**src/verilog/cpu_pkg.sv**
```systemverilog
`default_nettype none

package cpu_pkg;

	////////////////////////////////////////////////////////////
	// Widths and memory sizes
	////////////////////////////////////////////////////////////
	localparam int XLEN       = 32;
	localparam int REG_AW     = 5;
	localparam int IMEM_DEPTH = 64;
	localparam int DMEM_DEPTH = 64;
	// Word addresses into each memory
	localparam int IMEM_AW    = $clog2(IMEM_DEPTH);
	localparam int DMEM_AW    = $clog2(DMEM_DEPTH);

	typedef logic [XLEN-1:0]   word_t;
	typedef logic [REG_AW-1:0] reg_addr_t;

	////////////////////////////////////////////////////////////
	// Instruction fields
	////////////////////////////////////////////////////////////
	// Primary opcode, bits 31:26
	typedef enum logic [5:0] {
		OP_RTYPE = 6'h00,
		OP_ADDI  = 6'h08,
		OP_LW    = 6'h23,
		OP_SW    = 6'h2b
	} opcode_e;

	// R-type function field, bits 5:0
	typedef enum logic [5:0] {
		FN_ADD = 6'h20,
		FN_SUB = 6'h22,
		FN_AND = 6'h24,
		FN_OR  = 6'h25,
		FN_SLT = 6'h2a
	} funct_e;

	typedef enum logic [2:0] {
		ALU_ADD,
		ALU_SUB,
		ALU_AND,
		ALU_OR,
		ALU_SLT
	} alu_op_e;

	// Operand source chosen by the hazard unit
	typedef enum logic [1:0] {
		FWD_NONE = 2'b00,
		FWD_WB   = 2'b01,
		FWD_MEM  = 2'b10
	} fwd_sel_e;

	////////////////////////////////////////////////////////////
	// Pipeline registers
	////////////////////////////////////////////////////////////
	typedef struct packed {
		word_t instr;
		logic  valid;
	} if_id_t;

	typedef struct packed {
		logic      reg_write;
		logic      mem_to_reg;
		logic      mem_write;
		logic      alu_src;
		logic      reg_dst;
		alu_op_e   alu_op;
		word_t     reg_a;
		word_t     reg_b;
		word_t     imm;
		reg_addr_t rs;
		reg_addr_t rt;
		reg_addr_t rd;
	} id_ex_t;

	typedef struct packed {
		logic      reg_write;
		logic      mem_to_reg;
		logic      mem_write;
		word_t     alu_result;
		word_t     store_data;
		reg_addr_t dest;
	} ex_mem_t;

	typedef struct packed {
		logic      reg_write;
		logic      mem_to_reg;
		word_t     read_data;
		word_t     alu_result;
		reg_addr_t dest;
	} mem_wb_t;

endpackage

`default_nettype wire

```
**src/verilog/hazard_if.sv**
```systemverilog
`default_nettype none

interface hazard_if import cpu_pkg::*; ();

	// Decode stage sources
	reg_addr_t rs_d;
	reg_addr_t rt_d;
	// Execute stage, ID/EX view
	reg_addr_t rs_e;
	reg_addr_t rt_e;
	logic      mem_to_reg_e;
	reg_addr_t dest_e;
	// Execute stage, EX/MEM view
	logic      reg_write_m;
	reg_addr_t dest_m;
	// MEM/WB view
	logic      reg_write_w;
	reg_addr_t dest_w;
	// Hazard unit results
	fwd_sel_e  fwd_a;
	fwd_sel_e  fwd_b;
	logic      stall;
	logic      bubble;

	modport hazard (
		input  rs_d, rt_d, rs_e, rt_e, mem_to_reg_e, dest_e,
		input  reg_write_m, dest_m, reg_write_w, dest_w,
		output fwd_a, fwd_b, stall, bubble
	);

	modport decode (output rs_d, rt_d, input bubble);

	modport execute (
		output rs_e, rt_e, mem_to_reg_e, dest_e, reg_write_m, dest_m,
		input  fwd_a, fwd_b
	);

	modport memory (output reg_write_w, dest_w);

endinterface

`default_nettype wire

```
**src/verilog/memory_stage.sv**
```systemverilog
`default_nettype none

module memory_stage import cpu_pkg::*; (
	input  wire logic    clk,
	input  wire logic    rst_n,
	input  wire logic    run,
	input  wire ex_mem_t ex_mem,
	hazard_if.memory     hz,
	output logic         wb_valid,
	output reg_addr_t    wb_addr,
	output word_t        wb_data
);

	word_t              dmem [DMEM_DEPTH];
	logic [DMEM_AW-1:0] dmem_addr;
	word_t              read_data;
	mem_wb_t            mem_wb;

	// Word address from the ALU result
	assign dmem_addr = ex_mem.alu_result[DMEM_AW+1:2];
	assign read_data = dmem[dmem_addr];

	always_ff @(posedge clk) begin
		if (run && ex_mem.mem_write) begin
			dmem[dmem_addr] <= ex_mem.store_data;
		end
	end

	////////////////////////////////////////////////////////////
	// MEM/WB register
	////////////////////////////////////////////////////////////
	always_ff @(posedge clk) begin
		if (!rst_n) begin
			mem_wb.reg_write  <= 1'b0;
			mem_wb.mem_to_reg <= 1'b0;
		end else if (run) begin
			mem_wb.reg_write  <= ex_mem.reg_write;
			mem_wb.mem_to_reg <= ex_mem.mem_to_reg;
			mem_wb.read_data  <= read_data;
			mem_wb.alu_result <= ex_mem.alu_result;
			mem_wb.dest       <= ex_mem.dest;
		end
	end

	// Write-back select, one event per run cycle
	assign wb_valid = mem_wb.reg_write && run;
	assign wb_addr  = mem_wb.dest;
	assign wb_data  = mem_wb.mem_to_reg ? mem_wb.read_data : mem_wb.alu_result;

	assign hz.reg_write_w = mem_wb.reg_write;
	assign hz.dest_w      = mem_wb.dest;

endmodule

`default_nettype wire

```
**src/flat_wrapper.sv**
```systemverilog
// flat-port wrapper written by rule: the top's interface ports become plain ports
module memory_stage_flat import cpu_pkg::*;
  (clk, rst_n, run, ex_mem, wb_valid, wb_addr, wb_data, hz_reg_write_w, hz_dest_w);
  hazard_if hz_i ();
  input  wire logic clk;
  input  wire logic rst_n;
  input  wire logic run;
  input  wire ex_mem_t ex_mem;
  output logic wb_valid;
  output reg_addr_t wb_addr;
  output word_t wb_data;
  output wire logic [$bits(hz_i.reg_write_w)-1:0] hz_reg_write_w;
  output wire logic [$bits(hz_i.dest_w)-1:0] hz_dest_w;
  assign hz_reg_write_w = hz_i.reg_write_w;
  assign hz_dest_w = hz_i.dest_w;
  memory_stage u_core (.clk(clk), .rst_n(rst_n), .run(run), .ex_mem(ex_mem), .hz(hz_i), .wb_valid(wb_valid), .wb_addr(wb_addr), .wb_data(wb_data));
endmodule
```
**config.mk**
```make
export PLATFORM = sky130hd
export DESIGN_NAME = memory_stage_flat
export DESIGN_NICKNAME = d
export VERILOG_FILES = /design/src/verilog/cpu_pkg.sv /design/src/verilog/hazard_if.sv /design/src/verilog/memory_stage.sv /design/src/flat_wrapper.sv
export SDC_FILE = /design/constraint.sdc
export NUM_CORES = 2
export LEC_CHECK = 0
export BUFFER_PORTS_ARGS = -buffer_cell sky130_fd_sc_hd__buf_2
export CAP_MARGIN = 20
export CORE_ASPECT_RATIO = 1.25
export CORE_MARGIN = 2
export CORE_UTILIZATION = 45
export CTS_CLUSTER_SIZE = 25
export DETAILED_ROUTE_END_ITERATION = 10
export HOLD_SLACK_MARGIN = 0.12
export PLACE_DENSITY = 0.66
export SLEW_MARGIN = 20
export SYNTH_ARGS = -nofsm -noshare
export SYNTH_HDL_FRONTEND = slang
export SYNTH_SLANG_ARGS = --single-unit
```
**constraint.sdc**
```tcl
create_clock -name clk -period 4.47 [get_ports clk]
set_input_delay 0.2235 -clock clk [delete_from_list [all_inputs] [get_ports clk]]
set_output_delay 0.2235 -clock clk [all_outputs]
set_load 0.1 [all_outputs]
```
# Word-level counts from Yosys, hierarchy flattened
# Memories as Yosys holds them, arrays and structs flattened. A register that Yosys moved wholly into a read port is not among the register bits.
# Cells that the tools add are included.
# classes
mux,3
n_reduce_logical,3
# op_table
operator,n
$mux 32,1
$logic_and 1x1->1,2
$mux 1,2
$reduce_and 2->1,1
# word_totals
ff_bits,39
ramBits,2048
input_bits,75
output_inout_bits,44
n_memories,1
# memory_table
memory,depth,width,rd,rd_clocked_by_memory_dff,wr,line,text
u_core.dmem,64,32,1,1,1,memory_stage.sv:14,word_t dmem [DMEM_DEPTH];

# Depth between registers and ports, before layout
# depth
ltp_word,3
depth_mapped,11
depth_no_buf,6

# Worst setup path before layout
# Ideal clock, no wire load.
# synth_timing
kind,input -> register
start,in ex_mem[41] (netlist name)
end,"mem u_core.dmem[12][0] (netlist name), enable pin"
setup_ns,0.421
arrival_ns,3.170
t_required_ns,4.049
path_slack_ns,0.878
cell_stages,9
path_cell_list,buf_2 -> buf_4 -> buf_2 -> buf_2 -> buf_2 -> buf_2 -> buf_2 -> nand3_1 -> nor2_1
# synth_lines
element,line,text
"start, declared",flat_wrapper.sv:8,input wire ex_mem_t ex_mem;
"end, declared",memory_stage.sv:14,
# Straight into the memory's write port.

==> impl_metrics.prom <==
# TYPE chip_impl_metric gauge
chip_impl_metric{name="num_rows",unit=""} 173
chip_impl_metric{name="initial_core_util",unit="%"} 45.2
chip_impl_info{name="rsz0062_at_grt",value="false"} 1
chip_impl_info{name="mostFrequentLayoutCells",value="2117 x sky130_fd_sc_hd__edfxtp_1, 365 x sky130_fd_sc_hd__a22oi_1, 281 x sky130_fd_sc_hd__a221oi_1"} 1
chip_impl_metric{name="clkSinkCount",unit=""} 2119
chip_impl_metric{name="crit_required",unit="ns"} 5.00
chip_impl_metric{name="postLayoutCellArea",unit="um^2"} 92100
chip_impl_metric{name="final.setup.worst_slack",unit="ns"} 1.14
chip_impl_metric{name="grt_pass1_wl",unit="um"} 315000
chip_impl_metric{name="detail_route.iter0.violations",unit=""} 6121
chip_impl_metric{name="die-width",unit="um"} 382
chip_impl_metric{name="placeableCoreArea",unit="um^2"} 177000
chip_impl_metric{name="cpPeakStageDelay",unit="ns"} 0.83
chip_impl_metric{name="gr-total-overflow",unit=""} 0
chip_impl_metric{name="crit_buf_inv",unit=""} 3
chip_impl_metric{name="postRouteWirelength",unit="um"} 220000
chip_impl_info{name="whs_endpoint",value="u_core.dmem[49][31]$_DFFE_PP_"} 1
chip_impl_metric{name="antenna_violating_nets_post_route",unit=""} 0
chip_impl_metric{name="hold_violations",unit=""} 0
chip_impl_metric{name="wl_met2",unit="um"} 110000
chip_impl_metric{name="setup_violations",unit=""} 0
chip_impl_metric{name="timing.setup.tns",unit="ns"} 0
chip_impl_info{name="setup.worst_path.end_class",value="register"} 1
chip_impl_metric{name="gp_weighted_congestion",unit=""} 0.832
chip_impl_metric{name="numPortBuffers",unit=""} 118
chip_impl_metric{name="timing_worst_slew_pin_value",unit="ns"} 1.12
chip_impl_metric{name="wl_met3",unit="um"} 20000
chip_impl_metric{name="synth.cell_area",unit="um^2"} 80200
chip_impl_metric{name="htree_levels",unit=""} 4
chip_impl_metric{name="routedWlPerCell",unit="um"} 30.8
chip_impl_metric{name="clk-insertion-delay-late",unit="ns"} 0.84
chip_impl_metric{name="flip_flop_and_latch_count_after_synthesis",unit=""} 2119
chip_impl_info{name="cell_types_with_the_largest_area_share_after_synthesis",value="sky130_fd_sc_hd__edfxtp_1 79%, sky130_fd_sc_hd__a22oi_1 3.4%, sky130_fd_sc_hd__a221oi_1 3.1%, sky130_fd_sc_hd__mux4_2 2.7%, sky130_fd_sc_hd__mux2_2 2.2%"} 1
chip_impl_metric{name="placement.cell_area",unit="um^2"} 85200
chip_impl_metric{name="final_hpwl_dp",unit="um"} 126000
chip_impl_info{name="path_cells",value="dlygate4sd3_1 > buf_8 > buf_12 > mux4_2 > mux2_2 > a221oi_1 > o2111ai_1"} 1
chip_impl_metric{name="utilization",unit="%"} 51.9
chip_impl_info{name="setup.worst_path.class",value="primary input to register"} 1
chip_impl_metric{name="report.power.total",unit="W"} 0.0400
chip_impl_metric{name="share_of_the_synthesized_area_in_the_top_cell_type",unit="%"} 79.3
chip_impl_metric{name="io-pin-count",unit=""} 119
chip_impl_metric{name="r2r.worst_path.cells",unit=""} 5
chip_impl_metric{name="ctsLongestPathBuffers",unit=""} 3
chip_impl_metric{name="post_drt_via_cell_ratio",unit=""} 6.32
chip_impl_metric{name="fin_skew",unit="ns"} 0.0316
chip_impl_info{name="timing.critical_path.from_type",value="primary input"} 1
chip_impl_metric{name="powerDensity",unit="nW/um^2"} 435
chip_impl_metric{name="cp.arrival",unit="ns"} 3.86
chip_impl_info{name="highest_layer",value="met5"} 1
chip_impl_info{name="outcome",value="complete, no violations"} 1
chip_impl_metric{name="async_flop_share",unit="%"} 0
chip_impl_metric{name="timing.slew.headroom",unit="%"} 25.5
chip_impl_info{name="timing.hold.worst.class",value="primary input to register"} 1
chip_impl_metric{name="ys_warn_count",unit=""} 0
chip_impl_metric{name="die_area",unit="um^2"} 182000
chip_impl_info{name="reg2reg_launch_point",value="u_core.dmem[15][21]$_DFFE_PP_"} 1
chip_impl_metric{name="final_layout_size_suffix_gt1_share",unit="%"} 19.3
chip_impl_metric{name="detail_route.wirelength.met1",unit="um"} 82400
chip_impl_metric{name="area_growth",unit="%"} 14.8
chip_impl_metric{name="cts_inserted_buffers",unit=""} 188
chip_impl_metric{name="filler_cell_count",unit=""} 13891
chip_impl_metric{name="num_vias",unit=""} 45149
chip_impl_info{name="cts_tree",value="yes"} 1
chip_impl_metric{name="power_leakage",unit="nW"} 28.6
chip_impl_info{name="cts_root_buffer",value="sky130_fd_sc_hd__clkbuf_16"} 1
chip_impl_metric{name="cap_viol_max_count",unit=""} 0
chip_impl_info{name="worst_path_dominant_cell_family",value="buffers and inverters"} 1
chip_impl_info{name="hold_path_startpoint",value="ex_mem[36]"} 1
chip_impl_info{name="r2r-end",value="u_core.mem_wb[58]$_DFFE_PP_"} 1
chip_impl_metric{name="timing.final.crit_share",unit="%"} 74.4
chip_impl_metric{name="clock_input_transition_at_the_sequential_cells_of_the_worst_setup_and_hold_paths",unit="ns"} 0.06
chip_impl_metric{name="grt_max_degree",unit=""} 109
chip_impl_metric{name="synth_fp_nets",unit=""} 4410
chip_impl_metric{name="initial_antenna_violation_count",unit=""} 15
chip_impl_metric{name="yosysUniqueCellTypes",unit=""} 50
chip_impl_metric{name="post_synth_inst_count",unit=""} 4335
chip_impl_metric{name="die_h",unit="um"} 476
chip_impl_metric{name="number_of_global_route_vias_before_repair",unit=""} 44454
chip_impl_metric{name="r2r_setup_slack",unit="ns"} 1.91
chip_impl_metric{name="final_period_minus_worst_setup_slack",unit="ns"} 3.33
chip_impl_info{name="crit_slowest_cell",value="sky130_fd_sc_hd__a221oi_1"} 1
chip_impl_metric{name="nets",unit=""} 4701
chip_impl_metric{name="irDropWorstVdd",unit="mV"} 0.398
chip_impl_info{name="cell_type_contributing_the_most_total_cell_area_after_synthesis",value="sky130_fd_sc_hd__edfxtp_1"} 1
chip_impl_info{name="ys.flop_type",value="sky130_fd_sc_hd__edfxtp_1"} 1
chip_impl_metric{name="cp_max_fo",unit=""} 106
chip_impl_metric{name="min_delay_path_depth",unit=""} 1
chip_impl_metric{name="achievable-frequency",unit="MHz"} 301
chip_impl_metric{name="part_of_the_yosys_area_used_for_sequential_elements",unit="%"} 79.3
chip_impl_info{name="layout.cells.most_common",value="sky130_fd_sc_hd__edfxtp_1"} 1
chip_impl_metric{name="pre_cts_ws",unit="ns"} 0.978
chip_impl_metric{name="grt.total_usage",unit="%"} 23.9
chip_impl_metric{name="drcViolationCount",unit=""} 0
chip_impl_metric{name="number_of_enable_type_register_cells_in_the_synthesized_netlist",unit=""} 2117
chip_impl_metric{name="drt-pass1-iter-count",unit=""} 6
chip_impl_metric{name="final_max_slew_viols",unit=""} 0
chip_impl_metric{name="postSynthAreaPerCell",unit="um^2"} 18.5
## flip-flops by register name, summed over array words and instances, names as in the netlist
| name | flops |
|---|---|
| u_core.hz.dest_w | 5 |
| u_core.dmem | 2048 |
| u_core.mem_wb | 65 |
| u_core.hz.reg_write_w | 1 |
## metrics by stage
| stage | hold slack [ns] | instances |
|---|---|---|
| floorplan | 0.322 | 4335 |
| global placement | 0.401 | 6695 |
| detailed placement | 0.402 | 6695 |
| CTS | 0.122 | 7133 |
| global route | 0.172 | 7140 |
| finish | 0.183 | 7143 |
## cell families after synthesis
group	share of synthesized area, %
mux	6.05
buf+inv	1.83
compound gates	10.8
flops	79.3
simple gates	2.00
## worst reg2reg max path, stage by stage (launching register included)
cell and delay [ns]:
sky130_fd_sc_hd__edfxtp_1 0.36, sky130_fd_sc_hd__a22oi_1 0.20, sky130_fd_sc_hd__o22ai_1 0.17, sky130_fd_sc_hd__o21ai_0 0.63, sky130_fd_sc_hd__nand3_1 0.39, sky130_fd_sc_hd__or4_1 0.55
## cells in the mapped netlist (all sizes together) (54+ instances only)
| library cell | instances |
|---|---|
| a221oi | 281 |
| a22oi | 365 |
| buf | 137 |
| o21ai | 99 |
| a22o | 54 |
| o22ai | 143 |
| nor2 | 193 |
| nand2 | 58 |
| mux2 | 159 |
| a21oi | 86 |
| mux4 | 96 |
| edfxtp | 2117 |
| clkbuf | 198 |
| mux2i | 90 |
## how the worst max path moves through the flow
stage          depth (start not counted)                           start  slack (ns)                           end
3_3_place_gp                           7                      ex_mem[39]        1.02   u_core.mem_wb[51]$_DFFE_PP_
6_report                               7                      ex_mem[39]        1.14   u_core.mem_wb[49]$_DFFE_PP_
2_1_floorplan                          9                      ex_mem[41]        0.88  u_core.dmem[12][0]$_DFFE_PP_
5_1_grt                                7                      ex_mem[39]        1.06   u_core.mem_wb[65]$_DFFE_PP_
4_1_cts                                3  u_core.mem_wb[69]$_SDFFE_PN0P_        1.23                    wb_data[7]
3_5_place_dp                           7                      ex_mem[39]        0.98   u_core.mem_wb[51]$_DFFE_PP_
## cell type report
| class | instances | area (um^2) | share of cell area (%) |
|---|---|---|---|
| multi-input combinational | 1878 | 15700 | 17.1 |
| sequential | 2119 | 63600 | 69.1 |
| inverter | 3 | 16.3 | 0.0177 |
| antenna | 4 | 10.0 | 0.0109 |
| tap | 2362 | 2960 | 3.21 |
| timing repair buffer | 436 | 3910 | 4.25 |
| clock inverter | 110 | 896 | 0.973 |
| clock buffer | 231 | 4950 | 5.38 |
## per-layer routing
metal,global-route usage (%),vias up
met3,4.31,399
met2,40.4,2481
li1,-,18792
met5,0,-
met1,31.1,23469
met4,8.54,8
## report_power, final
group | leakage, nW | internal (W) | switching (W)
Combinational | 6.71 | 0.000693 | 0.00170
Sequential | 19.1 | 0.0220 | 0.0000561
Clock | 2.85 | 0.00852 | 0.00709
Total | 28.6 | 0.0312 | 0.00884
## timing repair
item	in CTS	in global routing
gates resized for setup	0	0
hold buffers	97	6
endpoints found under the hold margin	1174	384
buffers inserted	0	0
endpoints found under the setup margin	0	0
(Power assumes the default switching activity.)
