## src/verilog/cpu_pkg.sv

```systemverilog
`default_nettype none

package cpu_pkg;

	////////////////////////////////////////////////////////////
	// Widths and memory sizes
	////////////////////////////////////////////////////////////
	localparam int XLEN       = 32;
	localparam int REG_AW     = 5;
	localparam int IMEM_DEPTH = 64;
	localparam int DMEM_DEPTH = 64;
	// Word addresses into each memory
	localparam int IMEM_AW    = $clog2(IMEM_DEPTH);
	localparam int DMEM_AW    = $clog2(DMEM_DEPTH);

	typedef logic [XLEN-1:0]   word_t;
	typedef logic [REG_AW-1:0] reg_addr_t;

	////////////////////////////////////////////////////////////
	// Instruction fields
	////////////////////////////////////////////////////////////
	// Primary opcode, bits 31:26
	typedef enum logic [5:0] {
		OP_RTYPE = 6'h00,
		OP_ADDI  = 6'h08,
		OP_LW    = 6'h23,
		OP_SW    = 6'h2b
	} opcode_e;

	// R-type function field, bits 5:0
	typedef enum logic [5:0] {
		FN_ADD = 6'h20,
		FN_SUB = 6'h22,
		FN_AND = 6'h24,
		FN_OR  = 6'h25,
		FN_SLT = 6'h2a
	} funct_e;

	typedef enum logic [2:0] {
		ALU_ADD,
		ALU_SUB,
		ALU_AND,
		ALU_OR,
		ALU_SLT
	} alu_op_e;

	// Operand source chosen by the hazard unit
	typedef enum logic [1:0] {
		FWD_NONE = 2'b00,
		FWD_WB   = 2'b01,
		FWD_MEM  = 2'b10
	} fwd_sel_e;

	////////////////////////////////////////////////////////////
	// Pipeline registers
	////////////////////////////////////////////////////////////
	typedef struct packed {
		word_t instr;
		logic  valid;
	} if_id_t;

	typedef struct packed {
		logic      reg_write;
		logic      mem_to_reg;
		logic      mem_write;
		logic      alu_src;
		logic      reg_dst;
		alu_op_e   alu_op;
		word_t     reg_a;
		word_t     reg_b;
		word_t     imm;
		reg_addr_t rs;
		reg_addr_t rt;
		reg_addr_t rd;
	} id_ex_t;

	typedef struct packed {
		logic      reg_write;
		logic      mem_to_reg;
		logic      mem_write;
		word_t     alu_result;
		word_t     store_data;
		reg_addr_t dest;
	} ex_mem_t;

	typedef struct packed {
		logic      reg_write;
		logic      mem_to_reg;
		word_t     read_data;
		word_t     alu_result;
		reg_addr_t dest;
	} mem_wb_t;

endpackage

`default_nettype wire

```

## src/verilog/hazard_if.sv

```systemverilog
`default_nettype none

interface hazard_if import cpu_pkg::*; ();

	// Decode stage sources
	reg_addr_t rs_d;
	reg_addr_t rt_d;
	// Execute stage, ID/EX view
	reg_addr_t rs_e;
	reg_addr_t rt_e;
	logic      mem_to_reg_e;
	reg_addr_t dest_e;
	// Execute stage, EX/MEM view
	logic      reg_write_m;
	reg_addr_t dest_m;
	// MEM/WB view
	logic      reg_write_w;
	reg_addr_t dest_w;
	// Hazard unit results
	fwd_sel_e  fwd_a;
	fwd_sel_e  fwd_b;
	logic      stall;
	logic      bubble;

	modport hazard (
		input  rs_d, rt_d, rs_e, rt_e, mem_to_reg_e, dest_e,
		input  reg_write_m, dest_m, reg_write_w, dest_w,
		output fwd_a, fwd_b, stall, bubble
	);

	modport decode (output rs_d, rt_d, input bubble);

	modport execute (
		output rs_e, rt_e, mem_to_reg_e, dest_e, reg_write_m, dest_m,
		input  fwd_a, fwd_b
	);

	modport memory (output reg_write_w, dest_w);

endinterface

`default_nettype wire

```

## src/verilog/hazard_unit.sv

```systemverilog
`default_nettype none

module hazard_unit import cpu_pkg::*; (
	hazard_if.hazard hz
);

	logic load_use;

	////////////////////////////////////////////////////////////
	// Forwarding into EX
	////////////////////////////////////////////////////////////
	// Newest producer first
	function automatic fwd_sel_e pick_src(reg_addr_t src);
		if (hz.reg_write_m && hz.dest_m == src) begin
			return FWD_MEM;
		end else if (hz.reg_write_w && hz.dest_w == src) begin
			return FWD_WB;
		end
		return FWD_NONE;
	endfunction

	// r0 never matches since reg_write is already clear for it
	always_comb begin
		hz.fwd_a = pick_src(hz.rs_e);
		hz.fwd_b = pick_src(hz.rt_e);
	end

	////////////////////////////////////////////////////////////
	// Load-use
	////////////////////////////////////////////////////////////
	// Load in EX feeding the instruction in ID
	assign load_use = hz.mem_to_reg_e &&
		(hz.dest_e == hz.rs_d || hz.dest_e == hz.rt_d);

	// Hold IF and ID and insert one EX bubble
	assign hz.stall  = load_use;
	assign hz.bubble = load_use;

endmodule

`default_nettype wire

```

## src/flat_wrapper.sv

```systemverilog
// flat-port wrapper written by rule: the top's interface ports become plain ports
module hazard_unit_flat import cpu_pkg::*;
  (hz_rs_d, hz_rt_d, hz_rs_e, hz_rt_e, hz_mem_to_reg_e, hz_dest_e, hz_reg_write_m, hz_dest_m, hz_reg_write_w, hz_dest_w, hz_fwd_a, hz_fwd_b, hz_stall, hz_bubble);
  hazard_if hz_i ();
  input wire logic [$bits(hz_i.rs_d)-1:0] hz_rs_d;
  input wire logic [$bits(hz_i.rt_d)-1:0] hz_rt_d;
  input wire logic [$bits(hz_i.rs_e)-1:0] hz_rs_e;
  input wire logic [$bits(hz_i.rt_e)-1:0] hz_rt_e;
  input wire logic [$bits(hz_i.mem_to_reg_e)-1:0] hz_mem_to_reg_e;
  input wire logic [$bits(hz_i.dest_e)-1:0] hz_dest_e;
  input wire logic [$bits(hz_i.reg_write_m)-1:0] hz_reg_write_m;
  input wire logic [$bits(hz_i.dest_m)-1:0] hz_dest_m;
  input wire logic [$bits(hz_i.reg_write_w)-1:0] hz_reg_write_w;
  input wire logic [$bits(hz_i.dest_w)-1:0] hz_dest_w;
  output wire logic [$bits(hz_i.fwd_a)-1:0] hz_fwd_a;
  output wire logic [$bits(hz_i.fwd_b)-1:0] hz_fwd_b;
  output wire logic [$bits(hz_i.stall)-1:0] hz_stall;
  output wire logic [$bits(hz_i.bubble)-1:0] hz_bubble;
  assign hz_i.rs_d = hz_rs_d;
  assign hz_i.rt_d = hz_rt_d;
  assign hz_i.rs_e = hz_rs_e;
  assign hz_i.rt_e = hz_rt_e;
  assign hz_i.mem_to_reg_e = hz_mem_to_reg_e;
  assign hz_i.dest_e = hz_dest_e;
  assign hz_i.reg_write_m = hz_reg_write_m;
  assign hz_i.dest_m = hz_dest_m;
  assign hz_i.reg_write_w = hz_reg_write_w;
  assign hz_i.dest_w = hz_dest_w;
  assign hz_fwd_a = hz_i.fwd_a;
  assign hz_fwd_b = hz_i.fwd_b;
  assign hz_stall = hz_i.stall;
  assign hz_bubble = hz_i.bubble;
  hazard_unit u_core (.hz(hz_i));
endmodule
```

## config.mk

```make
export PLATFORM = sky130hd
export DESIGN_NAME = hazard_unit_flat
export DESIGN_NICKNAME = d
export VERILOG_FILES = /design/src/verilog/cpu_pkg.sv /design/src/verilog/hazard_if.sv /design/src/verilog/hazard_unit.sv /design/src/flat_wrapper.sv
export SDC_FILE = /design/constraint.sdc
export NUM_CORES = 1
export LEC_CHECK = 0
export BUFFER_PORTS_ARGS = -buffer_cell sky130_fd_sc_hd__clkbuf_2
export CORE_AREA = 4 4 41 43
export DETAILED_ROUTE_END_ITERATION = 16
export DIE_AREA = 0 0 45 47
export GPL_ROUTABILITY_DRIVEN = 0
export PLACE_DENSITY = 0.7
export RECOVER_POWER = 25
export SYNTH_ARGS = -nofsm -noshare
export SYNTH_HDL_FRONTEND = slang
export SYNTH_SLANG_ARGS = --single-unit
```

## constraint.sdc

```tcl
create_clock -name vclk -period 1.2
set_clock_uncertainty 0.1 [all_clocks]
set_input_delay 0.18 -clock vclk [all_inputs]
set_output_delay 0.18 -clock vclk [all_outputs]
set_load 0.02 [all_outputs]
```

After elaboration in Yosys (flattened, before gate mapping)
Index checks and enable logic that the tools add are counted.
- equal/unequal tests: 6
- mux-type cells: 10
- reductions and logical operators: 6
- operators with widths (cell ; number):
    $eq A5 B5 Y1 ; 6
    $mux W2 ; 6
    $logic_and A1 B1 Y1 ; 5
    $mux W1 ; 4
    $logic_or A1 B1 Y1 ; 1
- input port bits: 38
- register bits after elaboration: 0
- word-level logic and storage cells: 22
- output and inout port bits: 6

Logic depth before layout (Yosys ltp)
Gate-level depths: netlist (run 1).
- depth in word-level cells: 5
- mapped depth: 4
- depth with buffers taken out: 3

Least setup slack after synthesis (run 1)
OpenSTA, ideal clock, no wires.
- path type: input -> output
- start: input hz_rs_d[1]
- end: output hz_stall
- required time: 0.920 ns
- arrival time: 1.064 ns
- slack: -0.144 ns
- cell stages on the path: 4
- path through: xnor2_1 > nand4_1 > o22ai_1 > buf_4
- longest elaborated chain between the ends: 3
- RTL lines (element ; line ; text):
    start: declaration ; flat_wrapper.sv:5 ; input wire logic [$bits(hz_i.rs_d)-1:0] hz_rs_d;
    $eq A5 B5 Y1 ; hazard_unit.sv:33 ; (hz.dest_e == hz.rs_d || hz.dest_e == hz.rt_d);
    $logic_or A1 B1 Y1 ; hazard_unit.sv:33 ;
    $logic_and A1 B1 Y1 ; hazard_unit.sv:32 ; assign load_use = hz.mem_to_reg_e &&
    end: declaration ; flat_wrapper.sv:17 ; output wire logic [$bits(hz_i.stall)-1:0] hz_stall;
Every way passes these cells.

Final worst setup path (run 1)
- start: input hz_dest_m[4]
- end: output hz_fwd_b[1]
- longest elaborated chain between the ends: 4
- RTL lines (element ; line ; text):
    start: declaration ; flat_wrapper.sv:12 ; input wire logic [$bits(hz_i.dest_m)-1:0] hz_dest_m;
    $eq A5 B5 Y1 (*) ; hazard_unit.sv:14 ; if (hz.reg_write_m && hz.dest_m == src) begin
    $logic_and A1 B1 Y1 (*) ; hazard_unit.sv:14 ;
    $mux W2 or $mux W1 (tied branches) ; hazard_unit.sv:14 ;
    $mux W2 (*) ; hazard_unit.sv:19 ; return FWD_NONE;
    end: declaration ; flat_wrapper.sv:16 ; output wire logic [$bits(hz_i.fwd_b)-1:0] hz_fwd_b;
Mark *: on every way between the ends. The rest lies on a longest branch, timed or not.

==> impl_metrics.tcl, run 1 <==
set metrics [dict create \
    grt_max_degree 5 \
    cp.arrival_ns 1.17 \
    drtIter0Drc 3 \
    via_per_inst 4.579 \
    rows 13 \
    min_period_ns 1.453 \
    syn_area_per_cell_sq_um 8.078 \
    cp-start-kind "primary input" \
    max_slew_margin_pct 81.11 \
    rsz0062_at_grt "yes" \
    synth_common_cells "xnor2_1, xor2_1, nand2_1, nand4_1" \
    cp.required_ns 0.92 \
    end_kind "output pin" \
    path_cells "buf_6 > xor2_1 > nor4_2 > and3_1 > clkbuf_8" \
    syn_inst 46 \
    via_count 490 \
    setup_viol 6 \
    cp_max_fo 2 \
    min_path_type "primary input to output pin" \
    grt_pass1_vias 499 \
    finalWorstSetupSlack_ns -0.2527 \
    syn_to_final_growth_pct 125.3 \
    dp_hpwl_um 1119 \
    n_sequential_cell 0 \
    slowest_stage "nor4_2" \
    worst_pin_slew_ns 0.2811 \
    ioPinCount 44 \
    synth_cell_types 9 \
    yosysMostFrequentCell "xnor2_1" \
    die_x_um 45 \
    antenna_found_initial 0 \
    drc 0 \
    nets 132 \
    maxClockFrequency_mhz 688.4 \
    placed_area_sq_um 636.9 \
    drive_gt1_share_pct 67.39 \
    cp_slowest_stage_delay_ns 0.33 \
    power_uw 295.9 \
    synth_area_sq_um 371.6 \
    final_util_pct 64.33 \
    finalCritPeriodShare_pct 121.1 \
    comb_power_share_pct 100.0 \
    drt_pass1_iterations 2 \
    p_per_area_nw_per_um2 353.5 \
    netlist.area_leader.share_pct 51.85 \
    yosysSeqAreaShare_pct 0 \
    peakVddDrop_uv 189.3 \
    clkPwrFrac_pct 0 \
    core_area_sq_um 1301 \
    fill_cells 103 \
    violations "setup timing" \
    wl_per_cell_um 12.96 \
    drv_cap 0 \
    seq_area_sq_um 0 \
    switching_share_pct 42.58 \
    antenna_cells 0 \
    p_int_uw 169.9 \
    grt_usage_pct 11.57 \
    final_area_sq_um 837.1 \
    report.final.slew_viol_count 0 \
    place_worst_setup_slack_ns -0.2424 \
    postRouteAntennaNets 0 \
    grt_pass1_wl_um 1876 \
    syn_nets 84 \
    p_leak_nw 0.3875 \
    yosys_warnings 0 \
    grt-ovfl-total 0 \
    clkbuf_count 0 \
    die-area_sq_um 2115 \
    power.net_switching_uw 126.0 \
    synth_area_leaders "xnor2_1, xor2_1, nand4_1" \
    hold_viol 0 \
    p_seq_share_pct 0 \
    status "finished with violations" \
    critPathKind "primary input to output pin" \
    wl_um 1387 \
    synth_top_area_cell "xnor2_1" \
    die_y_um 47 \
    io_buffer_count 44 \
    start_util_pct 28.56 \
]
-- layout by cell type, fill, tap and decap left out, drive strengths merged --
cell,count
xnor2,22
and3,2
xor2,8
buf,14
nand4,4
a311oi,2
nand2,4
clkbuf,33
o22ai,1
nor4,2
-- worst max-delay path, delay by kind of cell --
| family | cells | cell delay, ns |
|---|---|---|
| XOR/XNOR | 1 | 0.16 |
| AND/OR/NAND/NOR | 2 | 0.58 |
| buffers and inverters | 2 | 0.26 |
-- path summary, 6_finish.rpt --
| kind | from | end | slack [ns] | cells past startpoint |
|---|---|---|---|---|
| min | hz_reg_write_w | hz_fwd_b[0] | 0.60 | 4 |
| max | hz_dest_m[4] | hz_fwd_b[1] | -0.25 | 5 |
-- metal layers --
metal / global-route usage (%) / part of all wire, %
met4: 0 / 1.9
met3: 0.3831 / 6.2
met1: 12.16 / 30
met5: 0 / 0
met2: 25.99 / 61
-- per-stage QoR --
step	cells	hold WS (ns)	setup TNS (ns)
detailed placement	106	0.6078	-0.9037
CTS	107	0.6082	-0.8268
global placement	106	0.6053	-0.8235
finish	107	0.6019	-0.8118
floorplan	46	0.3758	-0.05899
global route	107	0.6385	-1.047
-- layout make-up --
| type | count | area (sq um) | area share, % |
|---|---|---|---|
| multi-input combinational | 45 | 478.0 | 57.10 |
| tap | 15 | 18.77 | 2.242 |
| timing repair buffer | 47 | 340.3 | 40.66 |
-- power by group through the flow --
stage / sequential [mW] / clock [mW] / combinational [mW]
2_1_floorplan: 0 / 0 / 0.117
3_3_place_gp: 0 / 0 / 0.223
3_5_place_dp: 0 / 0 / 0.226
4_1_cts: 0 / 0 / 0.244
5_1_grt: 0 / 0 / 0.317
6_report: 0 / 0 / 0.296
-- kinds of logic after synthesis --
logic type,count (synthesis),synth area share [%]
xor gates and xnor gates,30,70.71
and+or+nand+nor,12,20.87
buffers and inverters,1,2.021
AOI/OAI and AO/OA,3,6.399
-- what timing repair did --
item | 4_1_cts | 5_1_grt
setup buffers | 1 | 0
setup endpoints to repair | 6 | 6
hold buffers | 0 | 0
cloned | 0 | 0
resized for setup | 11 | 36
pin swaps | 7 | 12
Note: power is estimated with default switching activity, not from simulation.
==> run 2: changes to the inputs <==
--- a/config.mk
+++ b/config.mk
@@ -6,11 +6,12 @@
 export NUM_CORES = 1
 export LEC_CHECK = 0
 export BUFFER_PORTS_ARGS = -buffer_cell sky130_fd_sc_hd__clkbuf_2
-export CORE_AREA = 4 4 41 43
+export CELL_PAD_IN_SITES_DETAIL_PLACEMENT = 1
+export CELL_PAD_IN_SITES_GLOBAL_PLACEMENT = 2
+export CORE_UTILIZATION = 16
 export DETAILED_ROUTE_END_ITERATION = 16
-export DIE_AREA = 0 0 45 47
 export GPL_ROUTABILITY_DRIVEN = 0
-export PLACE_DENSITY = 0.7
+export PLACE_DENSITY_LB_ADDON = 0.1
 export RECOVER_POWER = 25
 export SYNTH_ARGS = -nofsm -noshare
 export SYNTH_HDL_FRONTEND = slang
==> constraint.sdc (replaced) <==
create_clock -name vclk -period 1.6
set_clock_uncertainty 0.1 [all_clocks]
set_input_delay 0.24 -clock vclk [all_inputs]
set_output_delay 0.24 -clock vclk [all_outputs]
set_load 0.02 [all_outputs]
==> impl_metrics.tcl, run 2 (same netlist as run 1, synthesis figures left out) <==
set metrics [dict create \
    syn_to_final_growth_pct 76.43 \
    power_uw 174.1 \
    p_per_area_nw_per_um2 265.5 \
    drc 0 \
    critPathKind "primary input to output pin" \
    placed_area_sq_um 619.3 \
    n_sequential_cell 0 \
    maxClockFrequency_mhz 649.3 \
    numPlacedInstances 117 \
    finalWorstSetupSlack_ns 0.05978 \
    seq_area_sq_um 0 \
    drt_pass1_iterations 2 \
    cp.arrival_ns 1.20 \
    report.final.slew_viol_count 0 \
    cp_max_fo 2 \
    grt-ovfl-total 0 \
    via_per_inst 4.274 \
    layout_common_cells "clkbuf_2, xnor2_1, xor2_1" \
    final_common_cell "clkbuf_2" \
    place_worst_setup_slack_ns 0.04626 \
    worst_pin_slew_ns 0.2886 \
    wl_per_cell_um 11.41 \
    status "finished, final reports clean" \
    cp-start-kind "primary input" \
    rows 17 \
    start_util_pct 16.96 \
    peakVddDrop_uv 81.06 \
    via_count 500 \
    antenna_found_initial 0 \
    dp_hpwl_um 1236 \
    grt_max_degree 5 \
    min_period_ns 1.540 \
    postRouteAntennaNets 0 \
    nets 129 \
    drv_cap 0 \
    postCtsResizedCells 0 \
    p_leak_nw 0.2966 \
    core_area_sq_um 2191 \
    max_slew_margin_pct 80.60 \
    grt_pass1_vias 507 \
    cts_hold_buffers 0 \
    final_util_pct 29.93 \
    die_y_um 50.19 \
    clkbuf_count 0 \
    ioPinCount 44 \
    die-area_sq_um 2519 \
    post_cts_buffers 0 \
    cp.required_ns 1.26 \
    io_buffer_count 44 \
    finalCritPeriodShare_pct 96.26 \
    die_x_um 50.19 \
    wl_um 1335 \
    whs_ns 0.7302 \
    drive_gt1_share_pct 52.81 \
    drtIter0Drc 2 \
    setup_viol 0 \
    final_area_sq_um 655.6 \
    grt_pass1_wl_um 2070 \
    tns_ns 0 \
    grt_usage_pct 10.35 \
    min_path_type "primary input to output pin" \
    hold_viol 0 \
    instances_no_fill 117 \
    end_kind "output pin" \
    antenna_cells 0 \
]
run 2: cell type report:
type	instances	area [sq um]
Fill cell	282	1535
Multi-Input combinational cell	45	386.6
Tap cell	28	35.03
Timing Repair Buffer	44	234.0
run 2: power by group:
| part | internal [mW] | total, mW | switching (mW) |
|---|---|---|---|
| logic | 0.0908 | 0.174 | 0.0832 |
| clock network | 0 | 0 | 0 |
| registers | 0 | 0 | 0 |
| total | 0.0908 | 0.174 | 0.0832 |
run 2: critical path, stage by stage:
cell	delay (ns)
clkbuf_2	0.11
xor2_1	0.17
nor4_2	0.34
and3_1	0.21
buf_4	0.14
run 2: per-layer routing:
| layer | track usage (%) | part of all wire [%] | routed length [um] | vias up |
|---|---|---|---|---|
| met4 | 0 | 0 | 0 | 0 |
| li1 | - | - | - | 244 |
| met5 | 0 | 0 | 0 | - |
| met1 | 13.77 | 44 | 583 | 228 |
| met2 | 18.67 | 46 | 617 | 28 |
| met3 | 1.212 | 10 | 133 | 0 |
run 2: path summary, 6_finish.rpt:
check,start,endpoint,slack (ns),cells past startpoint
worst max-delay path,hz_rt_e[2],hz_fwd_b[1],0.06,5
worst min-delay path,hz_reg_write_w,hz_fwd_b[0],0.73,4
